## src/verilog/layers_pkg.sv

```systemverilog
/*
 * Widths, types and control words shared by the convolution layer stage.
 * Accumulators wrap if a frame sum needs more than NUM_WIDTH bits.
 * The stage answers only to configuration address CFG_LAYERS.
 */
package layers_pkg;

    localparam int IMG_WIDTH = 8;   // signed pixel
    localparam int KER_WIDTH = 8;   // signed kernel weight
    localparam int NUM_WIDTH = 24;  // headroom for long frames

    typedef logic signed [IMG_WIDTH-1:0] img_t;
    typedef logic signed [KER_WIDTH-1:0] ker_t;
    typedef logic signed [NUM_WIDTH-1:0] num_t;

    localparam int CFG_DWIDTH = 32;
    localparam int CFG_AWIDTH = 5;

    typedef logic [CFG_DWIDTH-1:0] cfg_data_t;
    typedef logic [CFG_AWIDTH-1:0] cfg_addr_t;

    localparam cfg_addr_t CFG_LAYERS = 5'd3;

    typedef struct packed {
        logic       bypass;     // cfg_data[24], skips relu
        logic [7:0] pool_nb;    // cfg_data[23:16], frames per window minus one
        logic [7:0] shift;      // cfg_data[15:8]
    } layer_cfg_t;

    typedef struct packed {
        logic mac_clr;      // zero accumulators
        logic mac_en;       // beat in flight
        logic hold_load;    // frame sums to hold regs
        logic pool_clr;     // new pooling window
        logic pool_en;      // compare add result
        logic result_load;  // capture rescaled pixel
    } lane_ctrl_t;

    typedef enum logic [1:0] {UP_RESET, UP_READY, UP_DONE, UP_CLEAR} up_state_t;

    typedef enum logic [2:0] {
        DN_RESET, DN_READY, DN_ADD, DN_POOL, DN_OPS, DN_CLEAR
    } dn_state_t;

endpackage
```

## src/verilog/group_add.sv

```systemverilog
/*
 * Registered binary adder tree over one lane's partial sums.
 * GROUP_NB must be a power of two, latency is clog2(GROUP_NB) cycles.
 * parts must stay steady for the first stage to sample them.
 */
`timescale 1ns/1ps

module group_add #(
    parameter int GROUP_NB = 4
) (
    input  logic                               clk,
    input  layers_pkg::num_t   [GROUP_NB-1:0]  parts,
    output layers_pkg::num_t                   total
);

    import layers_pkg::*;

    // heap order, node 1 is the root and leaves start at GROUP_NB
    num_t node [1:2*GROUP_NB-1];

    genvar k;
    generate
        for (k = 0; k < GROUP_NB; k++) begin : g_leaf
            assign node[GROUP_NB+k] = parts[k];
        end

        for (k = 1; k < GROUP_NB; k++) begin : g_node
            always_ff @(posedge clk) begin
                node[k] <= node[2*k] + node[2*k+1];
            end
        end
    endgenerate

    assign total = node[1];

endmodule

```

## config.mk

```make
export PLATFORM = sky130hd
export DESIGN_NAME = group_add
export DESIGN_NICKNAME = d
export VERILOG_FILES = /design/src/verilog/layers_pkg.sv /design/src/verilog/group_add.sv
export SDC_FILE = /design/constraint.sdc
export NUM_CORES = 1
export LEC_CHECK = 0
export ABC_AREA = 1
export ABC_CLOCK_PERIOD_IN_PS = 1900
export BUFFER_PORTS_ARGS = -buffer_cell sky130_fd_sc_hd__buf_2
export CAP_MARGIN = 20
export CORE_ASPECT_RATIO = 1.4
export CORE_UTILIZATION = 25
export DETAILED_ROUTE_END_ITERATION = 10
export SKIP_LAST_GASP = 1
export SLEW_MARGIN = 20
export SYNTH_ARGS = -nofsm -noshare
export SYNTH_HDL_FRONTEND = slang
export SYNTH_SLANG_ARGS = --single-unit
```

## constraint.sdc

```tcl
create_clock -name clk -period 1.9 [get_ports clk]
set_input_delay 0.38 -clock clk [delete_from_list [all_inputs] [get_ports clk]]
set_output_delay 0.38 -clock clk [all_outputs]
set_load 0.01 [all_outputs]
```

# [After elaboration in Yosys (flattened, before gate mapping)]
# Cells that the tools add are included.
[word_totals] reg_bits=72 input_bits=97 out_inout_bits=24 word_cells=6
[op_classes] n_addsub=3
[ops] op="$add 24x24->24" n=3

# [Logic depth before layout (Yosys ltp)]
[logic_depth] depth_word=1 depth_mapped=11 mapped_depth_nobuf=11

# [Least setup slack after synthesis]
# Ideal clock, no wire load.
[synth_timing] kind="in2reg" start="in parts[0] in the netlist's numbering" end="reg node[136] in the netlist's numbering" setup_ns=0.112 t_arrival_ns=1.603 required_ns=1.788 slack_ns=0.184 stages=10 n_path_buf=0 path_cell_list="ha_1 fa_1 nand3_1 nand3_1 nand2_1 nand2_1 nand3_1 nand2_1 nand2_1 nand2_1"
[synth_via] elab_chain_cells=1
[synth_lines] element="from (decl)" line="group_add.sv:12" text="input layers_pkg::num_t [GROUP_NB-1:0] parts,"
[synth_lines] element="$add 24x24->24" line="group_add.sv:29" text="node[k] <= node[2*k] + node[2*k+1];"
[synth_lines] element="to (signal, indexed assignment)" line="group_add.sv:29"
[synth_lines] element="to (decl)" line="group_add.sv:19" text="num_t node [1:2*GROUP_NB-1];"
# No other way between the ends.

# [Worst setup path in the final report]
[layout_timing] start="reg node[120] in the netlist's numbering" end="reg node, in the netlist total[16]"
[layout_via] elab_chain_cells=1
[layout_lines] element="$add 24x24->24" line="group_add.sv:29"
# No other way between the ends.

==> flow_summary.ini <==
[floorplanning]
start_util_pct = 25.6
top_level_ports = 121
row_count = 70
fp.coreArea_um2 = 26300
die_height_um = 196
die_w_um = 141
die_area_um2 = 27500

[timing]
layout_min_cycle_time_ns = 1.80
tightest_slew_ns = 0.291
min_period_over_period_pct = 94.9
finClkSkew_ns = 0.0122
finalHoldViolCount = 0
relSlewSlack_pct = 80.5
fin_tns_setup_ns = 0
rsz0062_at_grt = no
holdWs_ns = 0.261
slew_viol_final = 0
fmax_ghz = 0.555
setup_viol = 0

[final_layout]
final_util_pct = 30.5
drive_gt1_share_pct = 14.2
nets = 1459
multiInputGateArea_um2 = 4200
area_growth_pct = 19.3
n_antenna_cell = 0
register_area_um2 = 1440
fillers = 2943
instances_no_fill = 1617

[synthesis]
synth_edf_count = 0
netlist.area_leader.share_pct = 27.2
synth_largest_area_cell = nand2_1
ys.warnings.count = 0
synth_nets = 1326
ys_top_cells_by_count = nand2_1 (486), inv_1 (242), nor2_1 (73)
netlist_instances = 1157
synth_ff_type = dfxtp_1
ys_ff_latch = 72
synth_area_leaders = nand2_1 (27%), dfxtp_1 (21%), inv_1 (14%)
ys_types = 22
netlist_area_um2 = 6720
synth_most_common_cell = nand2_1
syn_avg_cell_area_um2 = 5.81
synthArstFlopShare_pct = 0
ys_seq_area_share_pct = 21.5

[drt]
drt_pass1_iterations = 6
routed_wl_mm = 18.8
post_drt_wl_per_cell_um = 11.6
ant_nets = 0
drt-initial-drc-count = 289
drc_errors = 0
via_per_inst = 4.26
vias = 6894

[critical_path]
arrival_ns = 2.02
slowest_stage = fa_2
crit_chain = ha_1, fa_2, nand3_1, nand3_2, nand2_1, nand2_1, nand3_1, nand2_1, nand2_1, nand2_1
startpoint_type = flop
cp_max_fo = 4
cpMostUsedCell = nand2_1
critPathKind = flop to flop
crit_buf_inv = 0
cp_data_required_time_ns = 2.12
crit_path_end_kind = flop
path_delay_family = simple AND/OR/NAND/NOR gates
critPathMaxStageDelay_ns = 0.41

[place]
dpl.hpwl_mm = 16.8
port-buffer-count = 120
gp_congestion = 0.879
dp_cells = 1603

[clock_tree]
clock-sinks = 72
cts.reportedPaths.clkPinSlew_ns = 0.06
hold_buffers = 0
htree_levels = 3
clk_path_buf_depth = 2
cts_tree = done
numCtsBuffers = 9
clk_latency_ns = 0.33
cts_root_buffer = clkbuf_16

[pwr]
powerDensity_nw_per_um2 = 911
cellLeakagePower_nw = 4.92
ir_drop_uv = 483
p_total_w = 0.00730

[flow_run]
drv_cap = 0

[grt]
grt_overflow = 0
grt_start_max_net_pins = 13
antenna_found_initial = 0
grt_util_all_layers_pct = 14.2
grt_pass1_vias = 6581
grt_pass1_wl_mm = 30.6

[run_status]
status = finished clean

[min_path]
hold_class = input port to flop
-- layer usage --
metal | part of all wire [%] | global-route usage [%] | wire [um] | vias up
met5 | 0 | 0 | 0 | -
met4 | 3.4 | 5.88 | 647 | 0
met3 | 3.2 | 1.39 | 611 | 35
met2 | 52 | 27.6 | 9860 | 157
met1 | 41 | 15.4 | 7710 | 2993
li1 | - | - | - | 3709
-- placed cells by master (no fill, tap or decap), drive strengths merged --
| cell | instances |
|---|---|
| nand2 | 489 |
| inv | 242 |
| buf | 146 |
| nor2 | 88 |
| dfxtp | 72 |
| ha | 69 |
| nand3 | 67 |
| a21oi | 36 |
| xor2 | 33 |
| nand4 | 15 |
| clkbuf | 10 |
| xnor2 | 6 |
| nand3b | 5 |
| nor3 | 4 |
| fa | 3 |
| clkinvlp | 2 |
| clkinv | 2 |
| and2 | 2 |
| or2 | 1 |
| o21ai | 1 |
-- layout make-up --
| cell class | count | share of cell area, % |
|---|---|---|
| flip-flops and latches | 72 | 18.0 |
| inverters | 242 | 11.3 |
| repair buffers | 146 | 9.92 |
| well taps | 324 | 5.06 |
| clock inverters | 4 | 0.406 |
| clock buffers | 10 | 2.98 |
| multi-input cells | 819 | 52.3 |
-- state kept, by name, summed over array words and instances, names as in the netlist --
| register | flops |
|---|---|
| node | 48 |
| total | 24 |
-- final timing paths --
path                                 from   endpoint  slack, ns  depth (start not counted)
worst max-delay path            node[120]  total[16]        0.1                         10
worst min-delay path            parts[72]   node[96]       0.26                          2
worst max register to register  node[120]  total[16]        0.1                         10
worst min register to register   node[96]   total[0]       0.47                          1
-- kinds of logic (layout without fill, tap and decap cells) --
group,count (synthesis),in the layout,synth area share (%)
compound gates,37,37,2.81
simple gates,671,671,40.7
buf+inv,266,402,16.2
flops,72,72,21.5
xor+xnor,39,39,5.08
fa+ha+maj,72,72,13.7
-- power breakdown --
group / internal (W) / total, W / switching, W
registers: 0.00200 / 0.00216 / 0.000163
clock network: 0.000907 / 0.00153 / 0.000618
logic: 0.00134 / 0.00362 / 0.00228
-- timing repair --
action / CTS / global route
buffers inserted: 0 / 0
setup endpoints to repair: 0 / 3
gates resized for setup: 0 / 2
endpoints found under the hold margin: 0 / 0
-- metrics by stage --
stage	instance area (um^2)	setup WS (ns)
after floorplan	6720	0.184
after global placement	7740	0.0422
after detailed placement	7740	0.00462
after CTS	8010	0.0361
after global routing	8020	0.0110
final	8020	0.0966
-- worst reg2reg max path, cell delays in order (launching register included) --
cell	delay [ns]
dfxtp_1	0.32
ha_1	0.25
fa_2	0.41
nand3_1	0.12
nand3_2	0.14
nand2_1	0.12
nand2_1	0.09
nand3_1	0.09
nand2_1	0.06
nand2_1	0.06
nand2_1	0.04
Note: power is estimated with default switching activity, not from simulation.
