--- config.mk ---
export PLATFORM = sky130hd
export DESIGN_NAME = pool
export DESIGN_NICKNAME = d
export VERILOG_FILES = /design/src/verilog/layers_pkg.sv /design/src/verilog/pool.sv
export SDC_FILE = /design/constraint.sdc
export NUM_CORES = 1
export LEC_CHECK = 0
export BUFFER_PORTS_ARGS = -buffer_cell sky130_fd_sc_hd__buf_4
export CORE_AREA = 2 2 56 58
export DETAILED_ROUTE_END_ITERATION = 6
export DIE_AREA = 0 0 58 60
export PLACE_DENSITY_LB_ADDON = 0.15
export SLEW_MARGIN = 20
export SYNTH_ARGS = -nofsm -noshare
export SYNTH_HDL_FRONTEND = slang
export SYNTH_SLANG_ARGS = --single-unit
--- constraint.sdc ---
create_clock -name clk -period 5.4 [get_ports clk]
set_input_delay 0.27 -clock clk [delete_from_list [all_inputs] [get_ports clk]]
set_output_delay 0.27 -clock clk [all_outputs]
set_load 0.02 [all_outputs]
--- src/verilog/layers_pkg.sv ---
/*
 * Widths, types and control words shared by the convolution layer stage.
 * Accumulators wrap if a frame sum needs more than NUM_WIDTH bits.
 * The stage answers only to configuration address CFG_LAYERS.
 */
package layers_pkg;

    localparam int IMG_WIDTH = 8;   // signed pixel
    localparam int KER_WIDTH = 8;   // signed kernel weight
    localparam int NUM_WIDTH = 24;  // headroom for long frames

    typedef logic signed [IMG_WIDTH-1:0] img_t;
    typedef logic signed [KER_WIDTH-1:0] ker_t;
    typedef logic signed [NUM_WIDTH-1:0] num_t;

    localparam int CFG_DWIDTH = 32;
    localparam int CFG_AWIDTH = 5;

    typedef logic [CFG_DWIDTH-1:0] cfg_data_t;
    typedef logic [CFG_AWIDTH-1:0] cfg_addr_t;

    localparam cfg_addr_t CFG_LAYERS = 5'd3;

    typedef struct packed {
        logic       bypass;     // cfg_data[24], skips relu
        logic [7:0] pool_nb;    // cfg_data[23:16], frames per window minus one
        logic [7:0] shift;      // cfg_data[15:8]
    } layer_cfg_t;

    typedef struct packed {
        logic mac_clr;      // zero accumulators
        logic mac_en;       // beat in flight
        logic hold_load;    // frame sums to hold regs
        logic pool_clr;     // new pooling window
        logic pool_en;      // compare add result
        logic result_load;  // capture rescaled pixel
    } lane_ctrl_t;

    typedef enum logic [1:0] {UP_RESET, UP_READY, UP_DONE, UP_CLEAR} up_state_t;

    typedef enum logic [2:0] {
        DN_RESET, DN_READY, DN_ADD, DN_POOL, DN_OPS, DN_CLEAR
    } dn_state_t;

endpackage
--- src/verilog/pool.sv ---
/*
 * Running signed maximum for one lane.
 * pool_clr arms the register so the next pool_en loads unconditionally.
 * pool_clr and pool_en are never high together.
 */
`timescale 1ns/1ps

module pool (
    input  logic                    clk,
    input  layers_pkg::lane_ctrl_t  ctrl,
    input  layers_pkg::num_t        value,
    output layers_pkg::num_t        pooled
);

    logic armed;    // window empty

    always_ff @(posedge clk) begin
        if (ctrl.pool_clr) begin
            armed <= 1'b1;
        end else if (ctrl.pool_en) begin
            armed <= 1'b0;
        end
    end

    always_ff @(posedge clk) begin
        if (ctrl.pool_en && (armed || value > pooled)) begin
            pooled <= value;
        end
    end

endmodule

# --- Word level (Yosys, flattened, before mapping) ---
# Cells that the tools add are included.
word_totals:
  word_cells: 5
  in_bits: 31
  ff_bits: 25
  out_inout_bits: 24
op_classes:
  n_reduce_logical: 2
  magnitude_cmp: 1
op_table:
  columns: ["cell", "count"]
  rows:
  - ["$gt 24x24->1", 1]
  - ["$logic_and 1x1->1", 1]
  - ["$logic_or 1x1->1", 1]

# --- Logic depth before layout (Yosys ltp) ---
logic_depth:
  ltp_word: 3
  mapped_depth: 8
  ltp_nobuf: 8

# --- Worst setup path after synthesis ---
# Ideal clock, no wire load.
synth_path:
  kind: "register to register"
  start: "reg pooled[22]"
  end: "reg pooled[0] (enable)"
  period_less_slack_ps: 3322
  arrival_time_ps: 2917
  path_stages_with_launch: 9
  setup_ps: 405
  path_buffers: 0
  required_ps: 4995
  path_slack_ps: 2078
  path_cell_list: "edfxtp_1 -> inv_1 -> ha_1 -> a21oi_2 -> nand2_1 -> a221o_1 -> a211o_1 -> mux2_4 -> nor2_1"
synth_via:
  elab_chain_cells: 3
synth_rtl:
  columns: ["element", "line", "source"]
  rows:
  - ["from (decl)", "pool.sv:12", "output layers_pkg::num_t pooled"]
  - ["from (signal assigned)", "pool.sv:27", "pooled <= value;"]
  - ["$gt 24x24->1", "pool.sv:26", "if (ctrl.pool_en && (armed || value > pooled)) begin"]
  - ["$logic_or 1x1->1", "pool.sv:26", null]
  - ["$logic_and 1x1->1", "pool.sv:26", null]
# No other way between the ends.
# A chain may end at the register's enable or synchronous reset.

# --- Worst setup path in the final report ---
layout_path:
  start: "reg pooled[23]"
  end: "reg pooled[4] (enable)"
# Same word-level chain as after synthesis.

==> flow_summary.toml <==
[timing]
slew_headroom_pct = 54.5
tns_ps = 0
min_period_over_period_pct = 51.5
fin_skew_ps = 3.96
hold_violations = 0
fin_crit_ps = 2780
rsz0062_at_grt = "false"
finalSetupViolations = 0
worst_pin_slew_ps = 681
max_freq_ghz = 0.359
slew_violations = 0
whs_ps = 120

[power]
ir_drop_mv = 0.138
clkPwrFrac_pct = 18.9
switching_share_pct = 29.4
p_int_mw = 0.319
leakage_nw = 0.898
p_comb_share_pct = 27.4
power.switching_mw = 0.133
seq_power_share_pct = 53.6
powerDensity_mw_per_mm2 = 246

[drt]
ant_nets = 0
wl_per_cell_um = 12.8
vias = 1020
drtIter0Drc = 25
drtPass1Iterations = 4
viasPerCell = 5.02
wirelength_um = 2590
drc = 0

[min_path]
holdPathStages = 2
hp-class = "input port to flip-flop"

[die]
die_h_um = 60
die_x_um = 58
rows = 20
coreArea_sq_mm = 0.00290
die_area_sq_mm = 0.00348
io_pins = 55
initial_core_util_pct = 47.8

[global_route]
antenna_found_initial = 0
grt_max_degree = 25
grt_pass1_vias = 1047
grt_pass1_wl_um = 4210
grt.overflow.total = 0
grt_usage_pct = 16.0

[clocking]
clockBufferDepth = 2
insertion_delay_ps = 320
cts_tree = "built"
ctsHoldBuffers = 0
post_cts.repair.setup_buffers = 0
cts_num_sinks = 25
clk_pin_slew_ps = 140
cts_buffers = 3
htree_num_levels = 1
ctsRootBufferMaster = "clkbuf_4"
cts_resized = 0

[synthesis]
yosysSeqAreaShare_pct = 53.4
synthCells = 116
yosys-top-cells-area = "edfxtp_1, ha_1, inv_1"
synth_area_sq_mm = 0.00139
synth_top_area_share_pct = 52.0
ys_types = 24
yosys_register_bits = 25
syn_nets = 171
yosys_warnings = 0
avgSynthCellArea_sq_um = 12.0
synth_largest_area_cell = "edfxtp_1"

[worst_setup_path]
cp.arrival_ps = 2750
critical_path.cell_chain = "inv_1 > ha_1 > nand4_1 > nor2_1 > a221o_1 > a211o_1 > mux2_4 > nor2_4"
end_kind = "flip-flop"
reg2reg_depth = 8
cp-start-kind = "flip-flop"
worstPathRequired_ps = 5370
critPathKind = "flip-flop to flip-flop"
crit_fanout = 24
max_stage_delay_ps = 560
crit_path_top_delay_cell = "nor2_4"

[finish]
syn_to_final_growth_pct = 32.5
layout_commonest_cell = "buf_4"
layout.nets = 226
n_antenna_cell = 0
mostFrequentLayoutCells = "buf_4, inv_1, ha_1, edfxtp_1, a21oi_1"
layoutNonFillerInstCount = 203
stdcell_area_sq_mm = 0.00184
utilization_pct = 63.3
drive_above_1_share_pct = 32.9

[placed_design]
io_buffers = 50
hpwlAfterDp_um = 2120
dpl_cell_area_sq_mm = 0.00181
dp.cells = 199
gp_congestion = 0.723

[flow_run]
maxCapViolCount = 0

[status]
status = "finished, final reports clean"
==> path summary, 6_finish.rpt <==
check | from | to | slack (ps)
worst max register to register | pooled[23]$_DFFE_PP_ | pooled[4]$_DFFE_PP_ | 2620
worst min-delay path | ctrl[2] | armed$_SDFFE_PP1P_ | 120
worst min register to register | armed$_SDFFE_PP1P_ | armed$_SDFFE_PP1P_ | 520
worst max-delay path | pooled[23]$_DFFE_PP_ | pooled[4]$_DFFE_PP_ | 2620
==> kinds of logic after synthesis <==
logic type | Yosys count | synth area share [%]
multiplexers | 1 | 1.08
AND/OR/NAND/NOR | 21 | 7.85
adder cells (fa/ha/maj) | 24 | 21.7
buffers and inverters | 25 | 6.77
AO/OA/AOI/OAI | 20 | 9.21
flip-flops | 25 | 53.4
==> sequential cells by signal, summed over array words and instances, names as in the netlist <==
register / count
armed: 1
pooled: 24
==> metrics by stage <==
stage / power (mW) / setup WS [ps]
floorplan: 0.317 / 2080
global placement: 0.368 / 2220
detailed placement: 0.372 / 2580
CTS: 0.457 / 2590
global route: 0.477 / 2440
finish: 0.452 / 2620
==> cell usage after synthesis <==
| master | n |
|---|---|
| ha_1 | 24 |
| o211ai_1 | 1 |
| nor3_1 | 1 |
| nand3_1 | 3 |
| nor4_1 | 1 |
| edfxtp_1 | 24 |
| nand2_1 | 4 |
| nand4b_1 | 1 |
| a211o_1 | 1 |
| o31ai_1 | 1 |
| a31oi_1 | 1 |
| mux2_4 | 1 |
| a21oi_2 | 1 |
| nor2b_1 | 1 |
| a21o_1 | 2 |
| dfxtp_1 | 1 |
| a221o_1 | 1 |
| nand4_1 | 5 |
| nand2b_1 | 1 |
| inv_1 | 25 |
| o21ai_0 | 2 |
| nor2_1 | 4 |
| a2111oi_0 | 1 |
| a21oi_1 | 9 |
==> critical path: cells and delay by family (launching register included) <==
family,cells,cell delay (ps)
DFF,1,420
adders and majority gates,1,260
muxes,1,320
and+or+nand+nor,3,790
buffers and inverters,1,70
AOI/OAI and AO/OA,2,570
==> power by group through the flow <==
| stage | registers (mW) | logic, mW | clock network, mW |
|---|---|---|---|
| final | 0.242 | 0.124 | 0.0855 |
| after global routing | 0.244 | 0.139 | 0.0941 |
| after CTS | 0.242 | 0.126 | 0.0889 |
| after detailed placement | 0.247 | 0.125 | 0 |
| after global placement | 0.246 | 0.121 | 0 |
| after floorplan | 0.266 | 0.0508 | 0 |
==> per-layer routing <==
layer / vias to the layer above / global-route usage, % / wire [um]
met5: - / 0 / 0
met4: 0 / 6.98 / 31
met3: 4 / 2.38 / 148
met2: 40 / 28.9 / 1210
met1: 446 / 18.8 / 1200
li1: 530 / - / -
==> area by class of cell <==
class                   instances  area (sq um)
fillers                       234          1070
flip-flops and latches         25           741
multi-input cells              66           559
repair buffers                 50           375
inverters                      25          93.8
well taps                      33          41.3
clock buffers                   4          26.3
Power figures use the tool's default switching activity.
