### config.mk
export PLATFORM = sky130hd
export DESIGN_NAME = group_mac
export DESIGN_NICKNAME = d
export VERILOG_FILES = /design/src/verilog/layers_pkg.sv /design/src/verilog/group_mac.sv
export SDC_FILE = /design/constraint.sdc
export NUM_CORES = 1
export LEC_CHECK = 0
export BUFFER_PORTS_ARGS = -buffer_cell sky130_fd_sc_hd__buf_2
export CAP_MARGIN = 20
export CORE_MARGIN = 2
export CORE_UTILIZATION = 56
export DETAILED_ROUTE_END_ITERATION = 12
export MAX_ROUTING_LAYER = met4
export PLACE_DENSITY = 0.8
export SYNTH_ARGS = -nofsm -noshare
export SYNTH_HDL_FRONTEND = slang
export SYNTH_SLANG_ARGS = --single-unit
### constraint.sdc
create_clock -name clk -period 4.41 [get_ports clk]
set_clock_uncertainty 0.2 [all_clocks]
set_input_delay 0.441 -clock clk [delete_from_list [all_inputs] [get_ports clk]]
set_output_delay 0.441 -clock clk [all_outputs]
set_load 0.02 [all_outputs]
### src/verilog/layers_pkg.sv
/*
 * Widths, types and control words shared by the convolution layer stage.
 * Accumulators wrap if a frame sum needs more than NUM_WIDTH bits.
 * The stage answers only to configuration address CFG_LAYERS.
 */
package layers_pkg;

    localparam int IMG_WIDTH = 8;   // signed pixel
    localparam int KER_WIDTH = 8;   // signed kernel weight
    localparam int NUM_WIDTH = 24;  // headroom for long frames

    typedef logic signed [IMG_WIDTH-1:0] img_t;
    typedef logic signed [KER_WIDTH-1:0] ker_t;
    typedef logic signed [NUM_WIDTH-1:0] num_t;

    localparam int CFG_DWIDTH = 32;
    localparam int CFG_AWIDTH = 5;

    typedef logic [CFG_DWIDTH-1:0] cfg_data_t;
    typedef logic [CFG_AWIDTH-1:0] cfg_addr_t;

    localparam cfg_addr_t CFG_LAYERS = 5'd3;

    typedef struct packed {
        logic       bypass;     // cfg_data[24], skips relu
        logic [7:0] pool_nb;    // cfg_data[23:16], frames per window minus one
        logic [7:0] shift;      // cfg_data[15:8]
    } layer_cfg_t;

    typedef struct packed {
        logic mac_clr;      // zero accumulators
        logic mac_en;       // beat in flight
        logic hold_load;    // frame sums to hold regs
        logic pool_clr;     // new pooling window
        logic pool_en;      // compare add result
        logic result_load;  // capture rescaled pixel
    } lane_ctrl_t;

    typedef enum logic [1:0] {UP_RESET, UP_READY, UP_DONE, UP_CLEAR} up_state_t;

    typedef enum logic [2:0] {
        DN_RESET, DN_READY, DN_ADD, DN_POOL, DN_OPS, DN_CLEAR
    } dn_state_t;

endpackage
### src/verilog/group_mac.sv
/*
 * GROUP_NB multiply-accumulate units for one output lane.
 * img and ker are sampled in the cycle mac_en is high.
 * Products are registered, so the accumulate happens one cycle later.
 */
`timescale 1ns/1ps

module group_mac #(
    parameter int GROUP_NB = 4
) (
    input  logic                               clk,
    input  logic                               rst,
    input  layers_pkg::img_t   [GROUP_NB-1:0]  img,
    input  layers_pkg::ker_t   [GROUP_NB-1:0]  ker,
    input  layers_pkg::lane_ctrl_t             ctrl,
    output layers_pkg::num_t   [GROUP_NB-1:0]  sums
);

    import layers_pkg::*;

    num_t [GROUP_NB-1:0] prod;
    logic                mac_en_d;  // lines up with prod

    always_ff @(posedge clk) begin
        if (rst) begin
            mac_en_d <= 1'b0;
        end else begin
            mac_en_d <= ctrl.mac_en;
        end
    end

    // operands sign extend to the accumulator width
    always_ff @(posedge clk) begin
        for (int g = 0; g < GROUP_NB; g++) begin
            prod[g] <= $signed(img[g]) * $signed(ker[g]);
        end
    end

    always_ff @(posedge clk) begin
        for (int g = 0; g < GROUP_NB; g++) begin
            if (ctrl.mac_clr) begin
                sums[g] <= '0;
            end else if (mac_en_d) begin
                sums[g] <= sums[g] + prod[g];
            end
        end
    end

endmodule

# Word-level counts from Yosys, hierarchy flattened

Cells that the tools add are included.

Memories kept: 0
Bits in read-only memories: 0
Input bits: 72
Memory bits (writable): 0
Output and inout bits: 96
Word-level logic and storage cells: 17
Register bits after elaboration: 161
Latch bits: 0

Multipliers: 4
Bitwise operators: 0
Divide/modulo/power cells: 0
$lt $le $gt $ge: 0
Equality and inequality tests: 0
Mux-type cells: 0
Reduce and logical (&&, ||, !) cells: 0
Add/subtract/negate cells: 4
Shift-type cells: 0

Operators by type and width:

| cell                                         | number |
|---|---|
| 24-bit by 16-bit adder with 24-bit output    | 4 |
| 8-bit by 8-bit multiplier with 16-bit output | 4 |

# Logic depth before layout (Yosys ltp)

Depth after elaboration: 1
Mapped depth: 19
Gate-level depth less buffers: 19

# Worst setup path after synthesis

Ideal clock, no wire load.

Path type: input -> register
Start point: input img[21] (netlist name)
End point: register prod[62] (netlist name)
Setup slack: -253 ps
Path buffers: 0
Arrival: 4398 ps
Required time: 4145 ps
Library setup time: 65 ps
Stages on the path: 18
Cells stage by stage: and2_1 > fa_1 > inv_1 > fa_1 > inv_1 > fa_1 > inv_1 > fa_1 > inv_1 > ha_1 > o21ai_0 > a21boi_0 > o21ai_0 > nand2b_1 > a21o_1 > a21o_1 > or4b_1 > nand4b_1

Word-level cells in the longest chain between the ends: 1

Ends and longest elaborated chain:

| what                                         | line            | RTL |
|---|---|---|
| start: declaration                           | group_mac.sv:13 | `input layers_pkg::img_t [GROUP_NB-1:0] img,` |
| 8-bit by 8-bit multiplier with 16-bit output | group_mac.sv:35 | `prod[g] <= $signed(img[g]) * $signed(ker[g]);` |
| end signal: indexed assignment               | group_mac.sv:35 |  |
| end: declaration                             | group_mac.sv:21 | `num_t [GROUP_NB-1:0] prod;` |

Every way passes these cells.
A chain may end at the register's enable or synchronous reset.

# Worst setup path in the final report

Start point: input ker[1] (netlist name)
End point: register prod[13] (netlist name)

Word-level cells in the longest chain between the ends: 1

Ends and longest elaborated chain:

| what                                         | line            | RTL |
|---|---|---|
| start: declaration                           | group_mac.sv:14 | `input layers_pkg::ker_t [GROUP_NB-1:0] ker,` |
| 8-bit by 8-bit multiplier with 16-bit output | group_mac.sv:35 |  |

Every way passes these cells.

==> results.cfg <==
[pwr]
intPower_w = 0.00753
power_frac_seq_pct = 17.6
power_per_cell_area_nw_per_um2 = 607
switching_share_pct = 44.1
lkg_pwr_nw = 11.2
peakVddDrop_v = 0.000676
power_w = 0.0135
power.share.combinational_pct = 70.7
total_switching_power_w = 0.00593
clk_pwr_share_pct = 11.7

[timing]
post-route-min-period_ps = 4330
hold_violations = 0
max_slew.worst_pin.slew_ps = 932
timing.slew.headroom_pct = 37.8
fin_ws_ps = 76.2
rsz0062_at_grt = yes
final-max-slew-violation-count = 0
maxClockFrequency_mhz = 231
setup_failing_eps_final = 0
final_worst_path_cycle_share_pct = 98.3

[setup_path]
regToRegSetupSlack_ps = 1250
critical_path_class = in -> reg
worst_path_largest_cell_delay_ps = 530
reg_to_reg_endpoint = sums[23]
critical_path_arrival_ps = 4500
setup.worst_path.end_class = flip-flop
endpoint = prod[13]
worst_r2r_path_depth = 10
critical_path.cell_chain = buf_2 -> and2_1 -> fa_1 -> inv_1 -> fa_1 -> inv_1 -> fa_1 -> inv_1 -> fa_1 -> inv_1 -> ha_4 -> nor2b_1 -> o21a_1 -> o311a_1 -> o21a_1 -> o21ai_2 -> nor2b_2 -> xnor2_1
r2r_start = sums[1]
critical_path_required_ps = 4570
start_kind = input pin
timing.critical_path.from = ker[1]
worst-path-max-fanout = 4
critical-path-slowest-cell = sky130_fd_sc_hd__fa_1

[synth]
synth.avg_cell_area_sq_um = 8.91
ys_seq_elements = 161
synth-adder-area-share_pct = 37.9
async_reset_ff_share_pct = 0
synthXorXnorAreaFrac_pct = 5.99
synth_top_family_by_area = adder cells
synth.area.top_cells = sky130_fd_sc_hd__fa_1 24%, sky130_fd_sc_hd__dfxtp_1 17%, sky130_fd_sc_hd__ha_1 14%
synth-simple-area-share_pct = 16.6
synth.net_count = 2604
post_syn_area_sq_um = 18700
syn_inst = 2100
synth_sequential_area_ratio_pct = 17.2
synthMuxAreaShare_pct = 2.38
synth_area_in_compound_gates_pct = 12.0
dominantRegCellSynth = sky130_fd_sc_hd__dfxtp_1
yosys_warnings = 0
synth_top_cell_by_area = sky130_fd_sc_hd__fa_1
synth_top_area_share_pct = 24.0
count_of_flip_flops_with_a_built_in_enable_after_synthesis = 0
yosysUniqueCellTypes = 73

[final_layout]
area_delta_synth_final_pct = 18.4
mostFrequentLayoutCells = 336 x sky130_fd_sc_hd__inv_1, 223 x sky130_fd_sc_hd__fa_1, 200 x sky130_fd_sc_hd__ha_1, 184 x sky130_fd_sc_hd__buf_4
final-instance-count-excl-fill = 2889
layout_commonest_cell = sky130_fd_sc_hd__inv_1
antennaDiodeCount = 0
final_util_pct = 67.7
drive_gt1_share_pct = 18.2
finish.net_count = 2938

[min_path]
hold_class = in -> reg

[cts]
clk-insertion-delay-late_ps = 440
clock-sinks = 161
htreeDepth = 4
worst_setup_hold_path_clk_slew_ps = 70
tritoncts = yes
max-clock-path-buffers = 2
clk_root_buffer_cell = sky130_fd_sc_hd__clkbuf_16
total_clock_buffers_created_by_cts = 17

[route]
drtAntennaViolNets = 0
vias = 15500
route.layer.met1.wl_um = 17700
routed.top_layer = met4
met2_length_um = 21800
post-route-drc-count = 0
drt_iter0_markers = 629
drt-wirelength-per-cell_um = 14.7
drtPass1Iterations = 5
wirelength_um = 42500
dr_wl_met3_um = 1940
detail_route.vias_per_cell = 5.35

[status]
run_status = finished clean

[global_route]
grt_pass1_wl_um = 72400
grt_max_degree = 74
track_usage_pct = 25.6
antenna_found_initial = 0
grt-ovfl-total = 0
first_global_vias = 15700

[place]
post-place-cells = 2849
dp_worst_slack_ps = -459
place.detailed.hpwl_um = 34500
place_congestion = 0.914
io_buffers = 163

[die]
design.die.area_sq_um = 34900
die_h_um = 187
placementRows = 66
die_x_extent_um = 187
initial_core_util_pct = 57.2
top_level_ports = 168
core_sq_um = 32700

[run]
max_cap_viol_count = 0
==> how the worst min path moves through the flow <==
stage | startpoint | endpoint | cells after the start
4_1_cts | ctrl[4] | mac_en_d | 2
5_1_grt | ker[8] | prod[24] | 2
6_report | ctrl[4] | mac_en_d | 2
2_1_floorplan | rst | mac_en_d | 1
3_5_place_dp | sums[46] | sums[46] | 2
3_3_place_gp | sums[46] | sums[46] | 2
==> critical path, delay by kind of cell <==
| kind | cells | cell delay [ps] |
|---|---|---|
| compound gates | 4 | 900 |
| xor+xnor | 1 | 110 |
| fa+ha+maj | 5 | 2220 |
| buf+inv | 5 | 350 |
| simple gates | 3 | 470 |
==> metrics by stage <==
step                      instance area, sq um  hold WS [ps]  setup TNS, ps
final                                    22100          28.7              0
after CTS                                21900          19.4              0
after global routing                     22100          30.1           -227
after global placement                   21300           255          -3500
after floorplan                          18800           313           -181
after detailed placement                 21300           266          -4910
==> per-layer routing <==
metal / global-route usage, % / vias up
li1: - / 7507
met1: 30.8 / 7537
met2: 44.4 / 344
met3: 3.86 / 67
met4: 7.54 / 0
met5: - / -
==> cell usage after synthesis (all sizes together), types with 3 or more instances <==
cell and instances:
inv 348, fa 224, ha 208, and2 168, dfxtp 161, nor2 134
nand2 132, a21oi 102, o21ai 93, xnor2 91, nor2b 45, a21o 44
mux2i 40, xor2 37, nor3 30, clkbuf 25, nand2b 25, a211oi 18
o21a 18, nand4 14, o21bai 14, nand3 13, a31oi 12, and3 8
or3 8, a21boi 7, or2 7, o311a 6, o31ai 6, nor4 5
o211ai 5, o31a 5, a2111oi 4, mux2 4, o311ai 3
==> cell families (layout without fill, tap and decap cells) <==
kind of cell / after synthesis / after routing
simple gates: 604 / 604
fa+ha+maj: 432 / 432
buf+inv: 378 / 725
compound gates: 353 / 353
flops: 161 / 161
xor+xnor: 128 / 128
mux: 44 / 44
==> state kept, by name, summed over array words and instances, names as in the netlist <==
register,flops
mac_en_d,1
prod,64
sums,96
==> area by class of cell <==
| type | instances | area [sq um] |
|---|---|---|
| Multi-Input combinational cell | 1561 | 14200 |
| Fill cell | 2602 | 10600 |
| Sequential cell | 161 | 3230 |
| Timing Repair Buffer | 345 | 2210 |
| Inverter | 348 | 1310 |
| Tap cell | 442 | 553 |
| Clock buffer | 21 | 470 |
| Clock inverter | 11 | 153 |
==> repair_timing <==
action / in CTS / in global routing
endpoints found under the hold margin: 1 / 0
pin swaps: 2 / 18
buffers inserted: 0 / 6
hold buffers: 1 / 0
resized for setup: 1 / 58
endpoints found under the setup margin: 1 / 12
==> power by group through the flow <==
stage          registers, W  clock network (W)  logic, W
6_report            0.00237            0.00157   0.00952
5_1_grt             0.00241            0.00166    0.0108
4_1_cts             0.00236            0.00160   0.00922
3_5_place_dp        0.00239                  0   0.00913
3_3_place_gp        0.00237                  0   0.00878
2_1_floorplan       0.00252                  0   0.00654
(Power assumes the default switching activity.)
