===== src/verilog/layers_pkg.sv =====
/*
 * Widths, types and control words shared by the convolution layer stage.
 * Accumulators wrap if a frame sum needs more than NUM_WIDTH bits.
 * The stage answers only to configuration address CFG_LAYERS.
 */
package layers_pkg;

    localparam int IMG_WIDTH = 8;   // signed pixel
    localparam int KER_WIDTH = 8;   // signed kernel weight
    localparam int NUM_WIDTH = 24;  // headroom for long frames

    typedef logic signed [IMG_WIDTH-1:0] img_t;
    typedef logic signed [KER_WIDTH-1:0] ker_t;
    typedef logic signed [NUM_WIDTH-1:0] num_t;

    localparam int CFG_DWIDTH = 32;
    localparam int CFG_AWIDTH = 5;

    typedef logic [CFG_DWIDTH-1:0] cfg_data_t;
    typedef logic [CFG_AWIDTH-1:0] cfg_addr_t;

    localparam cfg_addr_t CFG_LAYERS = 5'd3;

    typedef struct packed {
        logic       bypass;     // cfg_data[24], skips relu
        logic [7:0] pool_nb;    // cfg_data[23:16], frames per window minus one
        logic [7:0] shift;      // cfg_data[15:8]
    } layer_cfg_t;

    typedef struct packed {
        logic mac_clr;      // zero accumulators
        logic mac_en;       // beat in flight
        logic hold_load;    // frame sums to hold regs
        logic pool_clr;     // new pooling window
        logic pool_en;      // compare add result
        logic result_load;  // capture rescaled pixel
    } lane_ctrl_t;

    typedef enum logic [1:0] {UP_RESET, UP_READY, UP_DONE, UP_CLEAR} up_state_t;

    typedef enum logic [2:0] {
        DN_RESET, DN_READY, DN_ADD, DN_POOL, DN_OPS, DN_CLEAR
    } dn_state_t;

endpackage

===== src/verilog/rectify_rescale.sv =====
/*
 * ReLU with bypass, then arithmetic right shift and signed saturation.
 * Two cycles of latency. cfg must not change while a value is in flight.
 */
`timescale 1ns/1ps

module rectify_rescale (
    input  logic                    clk,
    input  layers_pkg::layer_cfg_t  cfg,
    input  layers_pkg::num_t        value,
    output layers_pkg::img_t        pixel
);

    import layers_pkg::*;

    localparam num_t PIX_MAX = num_t'(2 ** (IMG_WIDTH - 1) - 1);
    localparam num_t PIX_MIN = num_t'(-(2 ** (IMG_WIDTH - 1)));

    num_t rect;
    num_t shifted;

    always_ff @(posedge clk) begin
        if (!cfg.bypass && value[NUM_WIDTH-1]) begin
            rect <= '0;     // negative clipped
        end else begin
            rect <= value;
        end
    end

    assign shifted = rect >>> cfg.shift;

    always_ff @(posedge clk) begin
        if (shifted > PIX_MAX) begin
            pixel <= img_t'(PIX_MAX);
        end else if (shifted < PIX_MIN) begin
            pixel <= img_t'(PIX_MIN);
        end else begin
            pixel <= img_t'(shifted);
        end
    end

endmodule


===== config.mk =====
export PLATFORM = sky130hd
export DESIGN_NAME = rectify_rescale
export DESIGN_NICKNAME = d
export VERILOG_FILES = /design/src/verilog/layers_pkg.sv /design/src/verilog/rectify_rescale.sv
export SDC_FILE = /design/constraint.sdc
export NUM_CORES = 1
export LEC_CHECK = 0
export BUFFER_PORTS_ARGS = -buffer_cell sky130_fd_sc_hd__buf_2
export CAP_MARGIN = 25
export CELL_PAD_IN_SITES_DETAIL_PLACEMENT = 1
export CELL_PAD_IN_SITES_GLOBAL_PLACEMENT = 1
export CORE_MARGIN = 1
export CORE_UTILIZATION = 35
export DETAILED_ROUTE_END_ITERATION = 8
export PLACE_DENSITY_LB_ADDON = 0.08
export SYNTH_ARGS = -nofsm -noshare
export SYNTH_HDL_FRONTEND = slang
export SYNTH_SLANG_ARGS = --single-unit

===== constraint.sdc =====
create_clock -name clk -period 4.2 [get_ports clk]
set_input_delay 1.05 -clock clk [delete_from_list [all_inputs] [get_ports clk]]
set_output_delay 1.05 -clock clk [all_outputs]
set_load 0.02 [all_outputs]

After elaboration in Yosys (flattened, before gate mapping):

Cells that the tools add are included.

* register bits: 32
* bits in latches: 0
* bits in writable memories: 0
* bits in read-only memories: 0
* bits of input ports: 42
* output and inout port bits: 8
* logic and storage cells: 8
* memories: 0

* $add $sub $neg: 0
* multipliers: 0
* divide/modulo/power cells: 0
* order comparisons: 2
* equal/unequal tests: 0
* shift operators: 1
* multiplexer cells: 1
* bitwise operators: 0
* reductions and logical operators: 2

Operators by type and width (number)
* greater-than comparator 24 x 8 -> 1 bit (second input constant): 1
* < comparator 24 x 8 -> 1 bit (second input constant): 1
* >>> shifter 24 x 8 -> 24 bit: 1
* 2-to-1 mux 8 bit: 1
* logical AND 1 bit: 1
* zero test 1 bit: 1

Longest topological paths before layout:

Gate-level depths: netlist of run 1.

* depth in word-level cells: 3
* depth in mapped cells: 10
* mapped depth without buffers: 7

Worst setup path after synthesis of run 1:

No wires, ideal clock.

* path kind: input port to flip-flop
* start point: input cfg[0] (netlist name)
* end point: register pixel[0]
* setup time: 0.142 ns
* arrival: 2.862 ns
* data required time: 4.058 ns
* slack: 1.196 ns
* stages on the path: 9
* path buffers: 2
* cell sequence: buf_6 buf_12 mux4_2 o22ai_2 o211ai_2 a311oi_2 nand3_2 o32ai_4 a22oi_1

* word-level cells in the longest chain between the ends: 3
* elaborated cells between the ends (all ways): 4
* those cells by class: order compare: 2; shift: 1; mux: 1

Ends and longest elaborated chain
* from (decl): RTL line rectify_rescale.sv:9 `input layers_pkg::layer_cfg_t cfg,`
* >>> shifter 24 x 8 -> 24 bit (*): RTL line rectify_rescale.sv:30 `assign shifted = rect >>> cfg.shift;`
* < comparator 24 x 8 -> 1 bit: RTL line rectify_rescale.sv:35 `end else if (shifted < PIX_MIN) begin`
* 2-to-1 mux 8 bit: RTL line rectify_rescale.sv:35
* to (signal assigned): RTL line rectify_rescale.sv:34 `pixel <= img_t'(PIX_MAX);`
* to (signal assigned): RTL line rectify_rescale.sv:36 `pixel <= img_t'(PIX_MIN);`
* to (signal assigned): RTL line rectify_rescale.sv:38 `pixel <= img_t'(shifted);`
* to (decl): RTL line rectify_rescale.sv:11 `output layers_pkg::img_t pixel`

Every way passes the cells marked *; elsewhere a longest branch is shown, timed or not.
A chain may end at the register's enable or synchronous reset.

Worst setup path in the final report of run 1:

* start point: input cfg[2] (netlist name)
* end point: register pixel[0]

The elaborated chain is that of the path after synthesis.

==> results of run 1 <==
[Yosys cell counts (all sizes together), types with 2 or more instances]
cell | instances | share of area (%)
nor3b | 2 | 0.51
a311oi | 4 | 1.6
a31oi | 3 | 0.64
nor4 | 5 | 1.7
a21oi | 13 | 2.2
mux4 | 16 | 12
and2 | 24 | 5.1
o22ai | 2 | 0.64
a32oi | 2 | 0.60
o32ai | 4 | 2.1
o21ai | 19 | 3.2
o31ai | 3 | 0.77
or4 | 2 | 0.51
a2bb2oi | 2 | 0.60
clkbuf | 11 | 1.4
inv | 7 | 0.89
dfxtp | 32 | 22
nand2b | 4 | 0.85
o21a | 2 | 0.51
o31a | 3 | 0.89
a2111oi | 2 | 0.85
o2111ai | 2 | 0.81
nand2 | 18 | 2.3
or3b | 2 | 0.60
o22a | 2 | 0.60
nor2b | 6 | 1.3
nor2 | 13 | 1.7
mux2 | 9 | 3.4
a22oi | 7 | 1.8
nor3 | 4 | 0.85
nand3 | 9 | 1.7
or2 | 6 | 1.3
buf | 20 | 4.8
or3 | 4 | 0.85
mux2i | 22 | 7.5
a211oi | 9 | 2.9
o211ai | 9 | 2.5
nand4 | 5 | 1.1
[state kept, by name, indices dropped and copies added (netlist names)]
| signal | flops |
|---|---|
| rect | 24 |
| pixel | 8 |
[through the flow]
stage | setup slack, ns | cell area, µm² | utilization (%) | hold slack, ns
floorplan | 1.196 | 2942 | - | 0.8558
global placement | 0.5207 | 3172 | 38.80 | 0.8930
detailed placement | 0.5324 | 3172 | 38.80 | 0.8637
CTS | 0.8406 | 3283 | 40.16 | 0.8709
global route | 0.5606 | 3283 | 40.16 | 0.9144
finish | 0.8291 | 3283 | 40.16 | 0.8829
[power by group]
part	switching (mW)	leakage (nW)	total, mW	internal [mW]
sequential	0.0218	0.269	0.349	0.327
combinational	0.162	0.894	0.287	0.125
clock	0.126	0.0541	0.302	0.176
[final timing paths]
| kind | start | end | cells after the start |
|---|---|---|---|
| worst max register to register | rect[23]$_SDFF_PP0_ | pixel[0]$_SDFF_PN1_ | 7 |
| worst max-delay path | cfg[2] | pixel[0]$_SDFF_PN1_ | 9 |
| worst min-delay path | rect[23]$_SDFF_PP0_ | pixel[7]$_SDFF_PN0_ | 1 |
| worst min register to register | rect[23]$_SDFF_PP0_ | pixel[7]$_SDFF_PN0_ | 1 |
[cell usage in the layout (no fill, tap or decap), types with 3 or more instances in the layout]
cell,instances
nor2b_1,6
a22oi_1,7
o21ai_0,13
nor4_2,3
mux2i_1,22
inv_1,6
or2_2,3
o31ai_1,3
a21oi_1,13
o211ai_1,8
o31a_1,3
dfxtp_1,32
buf_4,10
mux4_2,16
buf_2,41
mux2_2,8
a211oi_1,7
o21ai_1,6
or2_1,3
nand4_1,5
nand3_1,8
a31oi_1,3
nand2_1,18
clkbuf_8,5
nor3_1,3
nor2_1,13
or3_1,4
nand2b_1,4
and2_1,24
[logic make-up (layout without fill, tap and decap cells)]
logic type      Yosys count  after routing  share of synthesized area (%)
simple gates            108            108                          21.35
compound gates           99             99                          26.63
mux                      47             47                          23.18
buf+inv                  38             66                          7.061
flops                    32             32                          21.78
[metal layers]
layer / up-vias / GRT usage [%]
met5: - / 0
met4: 0 / 4.872
met3: 10 / 3.155
met2: 66 / 34.62
met1: 1349 / 29.51
li1: 1304 / -
[cell type report]
type	instances	share of cell area (%)
clock inverters	3	1.296
inverters	7	0.8003
repair buffers	51	8.537
multi-input cells	254	63.76
flip-flops and latches	32	19.51
well taps	105	4.002
clock buffers	5	2.096
==> impl_metrics.tcl, run 1 <==
set metrics [dict create \
    power.total_uw 937.5 \
    r2r_setup_slack_ns 1.37 \
    wire_per_inst_um 19.49 \
    gp_congestion 0.8451 \
    diodes 0 \
    crit_chain "buf_2 -> buf_4 -> nor3_2 -> and3b_1 -> o21ai_0 -> a31oi_1 -> nand4_1 -> o32ai_4 -> a22oi_1" \
    critPathKind "input port to flop" \
    drt-vias-per-instance 5.972 \
    die_y_um 93.68 \
    firstDrtPassIters 4 \
    drcViolationCount 0 \
    ys_seq_elements 32 \
    wl_um 8906 \
    numPortBuffers 41 \
    nFillCells 987 \
    relSlewSlack_pct 54.01 \
    rsz0062_at_grt "false" \
    netlist_instances 324 \
    cts_max_level 2 \
    cp_top_family "compound AO/OA/AOI/OAI gates" \
    placedCellCount 449 \
    p_leak_nw 1.217 \
    drt_iter0_markers 161 \
    numCtsBuffers 5 \
    postCtsSetupRepairBufs 0 \
    synth_area_per_cell_um2 9.079 \
    route.met3.wl_um 289 \
    clk_path_buf_depth 2 \
    hpwlAfterDp_um 6789 \
    cts_tree "done" \
    critical-path-slowest-cell "nor3_2" \
    root_buffer "clkbuf_8" \
    vias 2729 \
    grt_pass1_vias 2674 \
    die_area_mm2 0.008775 \
    yosysSeqAreaShare_pct 21.78 \
    grt_pass1_wl_um 14220 \
    start_util_pct 35.98 \
    wl_met1_um 4290 \
    maxSlewViolCount 0 \
    hold_viol_final 0 \
    seq_area_um2 640.6 \
    syn-cell-area_mm2 0.002942 \
    finalCritPeriodShare_pct 80.26 \
    antenna_found_initial 0 \
    cp-start-kind "input port" \
    grt_usage_pct 21.24 \
    die_w_um 93.68 \
    synth_edf_count 0 \
    dr.max_layer_used "met4" \
    layout.cells.non_filler 457 \
    synth_flop_cell "dfxtp_1" \
    num_rows 33 \
    synth_nets 366 \
    crit_path_max_incr_delay_ns 0.50 \
    cts-resized-gates 0 \
    clock_latency_ns 0.28 \
    core-area_mm2 0.008175 \
    setup_viol 0 \
    crit_required_ns 4.35 \
    ys_async_sr_fraction_pct 0 \
    yosysWarnings 0 \
    yosysUniqueCellTypes 74 \
    crit_buf_inv 2 \
    wl_met2_um 4201 \
    arrival_ns 3.52 \
    grt.overflow.total 0 \
    cts.reportedPaths.clkPinSlew_ns 0.08 \
    cts.sinks 32 \
    fmax_mhz 296.7 \
    skew_ns 0.006547 \
    final_nets 393 \
    ios 50 \
    worst_slew_pin_slew_ns 0.6888 \
    ir_drop_uv 135.5 \
    postCtsHoldBufs 0 \
    drive_gt1_share_pct 30.11 \
    hold_class "flop to flop" \
    drv_cap 0 \
    grt_start_max_net_pins 32 \
    power_density_mw_per_mm2 285.6 \
    crit_path_end_kind "flop" \
    fin_crit_ns 3.371 \
    setup-tns-final_ns 0 \
    ant_nets 0 \
    status "finished, final reports clean" \
    multi_input_area_mm2 0.002093 \
    syn_to_final_growth_pct 11.61 \
    critPathMaxFanout 19 \
]
Note: power is estimated with default switching activity, not from simulation.
==> inputs of run 2 (changes only) <==
- clock period: 4.2 -> 2.8 ns (I/O delays scaled with it)
==> run 2 against run 1 <==
  * Non-clock buffer count grew 65
  * Global-route usage rose by 2.8 points
  * Die area unchanged
  * Sequential share of layout area is 3.0 points lower
  * Wire length is 15% higher
  * Via count increased by 8.7%
  * Combinational power increased by 91%
  * Sequential power rose by 50%
  * Hold slack got worse by 0.42 ns
  * Critical endpoint is now pixel[4]$_SDFF_PN1_
  * Largest power group is now combinational logic
==> impl_metrics.tcl, run 2 (same netlist as run 1, synthesis figures left out) <==
set metrics [dict create \
    use_met1_pct 31.94 \
    gp_congestion 0.8807 \
    min_delay_path_depth 0 \
    firstDrtPassIters 4 \
    diodes 0 \
    maxSlewViolCount 0 \
    wire_per_inst_um 19.60 \
    layout_common_cells "buf_4 (74), buf_2 (39), dfxtp_1 (32)" \
    grt_pass1_wl_um 16020 \
    grt_use_met3_pct 3.074 \
    core-area_mm2 0.008175 \
    fin_crit_ns 2.700 \
    cts_tree "done" \
    cts.reportedPaths.clkPinSlew_ns 0.09 \
    layout_commonest_cell "buf_4" \
    r2r.worst_path.cells 8 \
    antenna_found_initial 0 \
    reg_top3 "rect x24, pixel x8" \
    syn_to_final_growth_pct 32.28 \
    hold_class "flop to flop" \
    crit_path_end_kind "flop" \
    power_density_mw_per_mm2 394.3 \
    fmax_mhz 370.3 \
    critPathKind "input port to flop" \
    power.total_mw 1.534 \
    cp-start-kind "input port" \
    start_util_pct 35.98 \
    arrival_ns 2.86 \
    hold_viol_final 0 \
    met2_usage_pct 40.87 \
    fin_area_mm2 0.003891 \
    drt_iter0_markers 103 \
    drv_cap 0 \
    die_y_um 93.68 \
    setup_viol 0 \
    p_leak_nw 1.564 \
    cts.sinks 32 \
    final_nets 458 \
    largest_reg_flops 24 \
    place_ws_ns -0.3018 \
    finalCritPeriodShare_pct 96.44 \
    status "finished, final reports clean" \
    clk_path_buf_depth 2 \
    die_area_mm2 0.008775 \
    skew_ns 0.01240 \
    drive_gt1_share_pct 43.41 \
    hpwlAfterDp_um 8073 \
    ir_drop_uv 201.5 \
    grt_start_max_net_pins 24 \
    rsz0062_at_grt "true" \
    wl_um 10230 \
    setup_ws_ns 0.09973 \
    whs_ns 0.4583 \
    placedInstanceArea_mm2 0.003665 \
    num_rows 33 \
    worst_slew_pin_slew_ns 0.6415 \
    numPortBuffers 41 \
    ant_nets 0 \
    vias 2966 \
    numCtsBuffers 5 \
    critPathMaxFanout 14 \
    busiest_layer "met2" \
    grt_usage_pct 24.06 \
    die_w_um 93.68 \
    grt_pass1_vias 2976 \
    ios 50 \
    postCtsHoldBufs 0 \
    regMostFlops "rect" \
    cts_max_level 2 \
    relSlewSlack_pct 57.23 \
    grt.overflow.total 0 \
    crit_required_ns 2.96 \
    clock_latency_ns 0.30 \
    root_buffer "clkbuf_8" \
    drt-vias-per-instance 5.682 \
    drcViolationCount 0 \
    nFillCells 977 \
]
run 2: changes by cell type in the layout (fill, tap and decap cells not counted), sizes merged:
| cell | change |
|---|---|
| clkbuf | +1 |
| buf | +64 |
run 2: metrics by stage:
stage,utilization [%],cells,TNS [ns]
2_1_floorplan,-,324,0
3_3_place_gp,44.83,513,-1.808
3_5_place_dp,44.83,513,-2.042
4_1_cts,46.19,521,0
5_1_grt,47.60,522,-0.1884
6_report,47.60,522,0
run 2: per-layer routing:
metal	part of all wire (%)	vias up
li1	-	1429
met1	46	1453
met2	49	71
met3	3.5	13
met4	1.4	0
met5	0	-
run 2: final cells by class:
cell class              instances  area, µm²  share of cell area (%)
flip-flops and latches         32      640.6                   16.46
clock inverters                 3      42.54                   1.093
inverters                       7      26.28                  0.6752
repair buffers                116      789.5                   20.29
multi-input cells             254       2192                   56.33
well taps                     105      131.4                   3.376
clock buffers                   5      68.82                   1.768
run 2: critical path: stages:
cell and delay (ns):
buf_4 0.18, buf_4 0.16, nor3_2 0.35, mux2i_1 0.31
o32ai_2 0.14, a211oi_4 0.35, nand3_2 0.13, o32ai_4 0.42
a22oi_1 0.11
run 2: final timing paths:
path | startpoint | end | slack (ns)
worst min register to register | rect[23]$_SDFF_PP0_ | pixel[7]$_SDFF_PN0_ | 0.46
worst max-delay path | cfg[2] | pixel[4]$_SDFF_PN1_ | 0.1
worst min-delay path | rect[23]$_SDFF_PP0_ | pixel[7]$_SDFF_PN0_ | 0.46
worst max register to register | rect[23]$_SDFF_PP0_ | pixel[4]$_SDFF_PN1_ | 0.35
run 2: timing repair:
| action | CTS | global route |
|---|---|---|
| endpoints found under the setup margin | 0 | 7 |
| gates resized for setup | 0 | 20 |
| hold endpoints to repair | 0 | 0 |
| buffers inserted | 0 | 1 |
run 2: power breakdown:
part           switching [mW]  total, mW  internal, mW
Sequential             0.0320      0.523         0.490
Combinational           0.281      0.548         0.267
Clock                   0.200      0.464         0.263
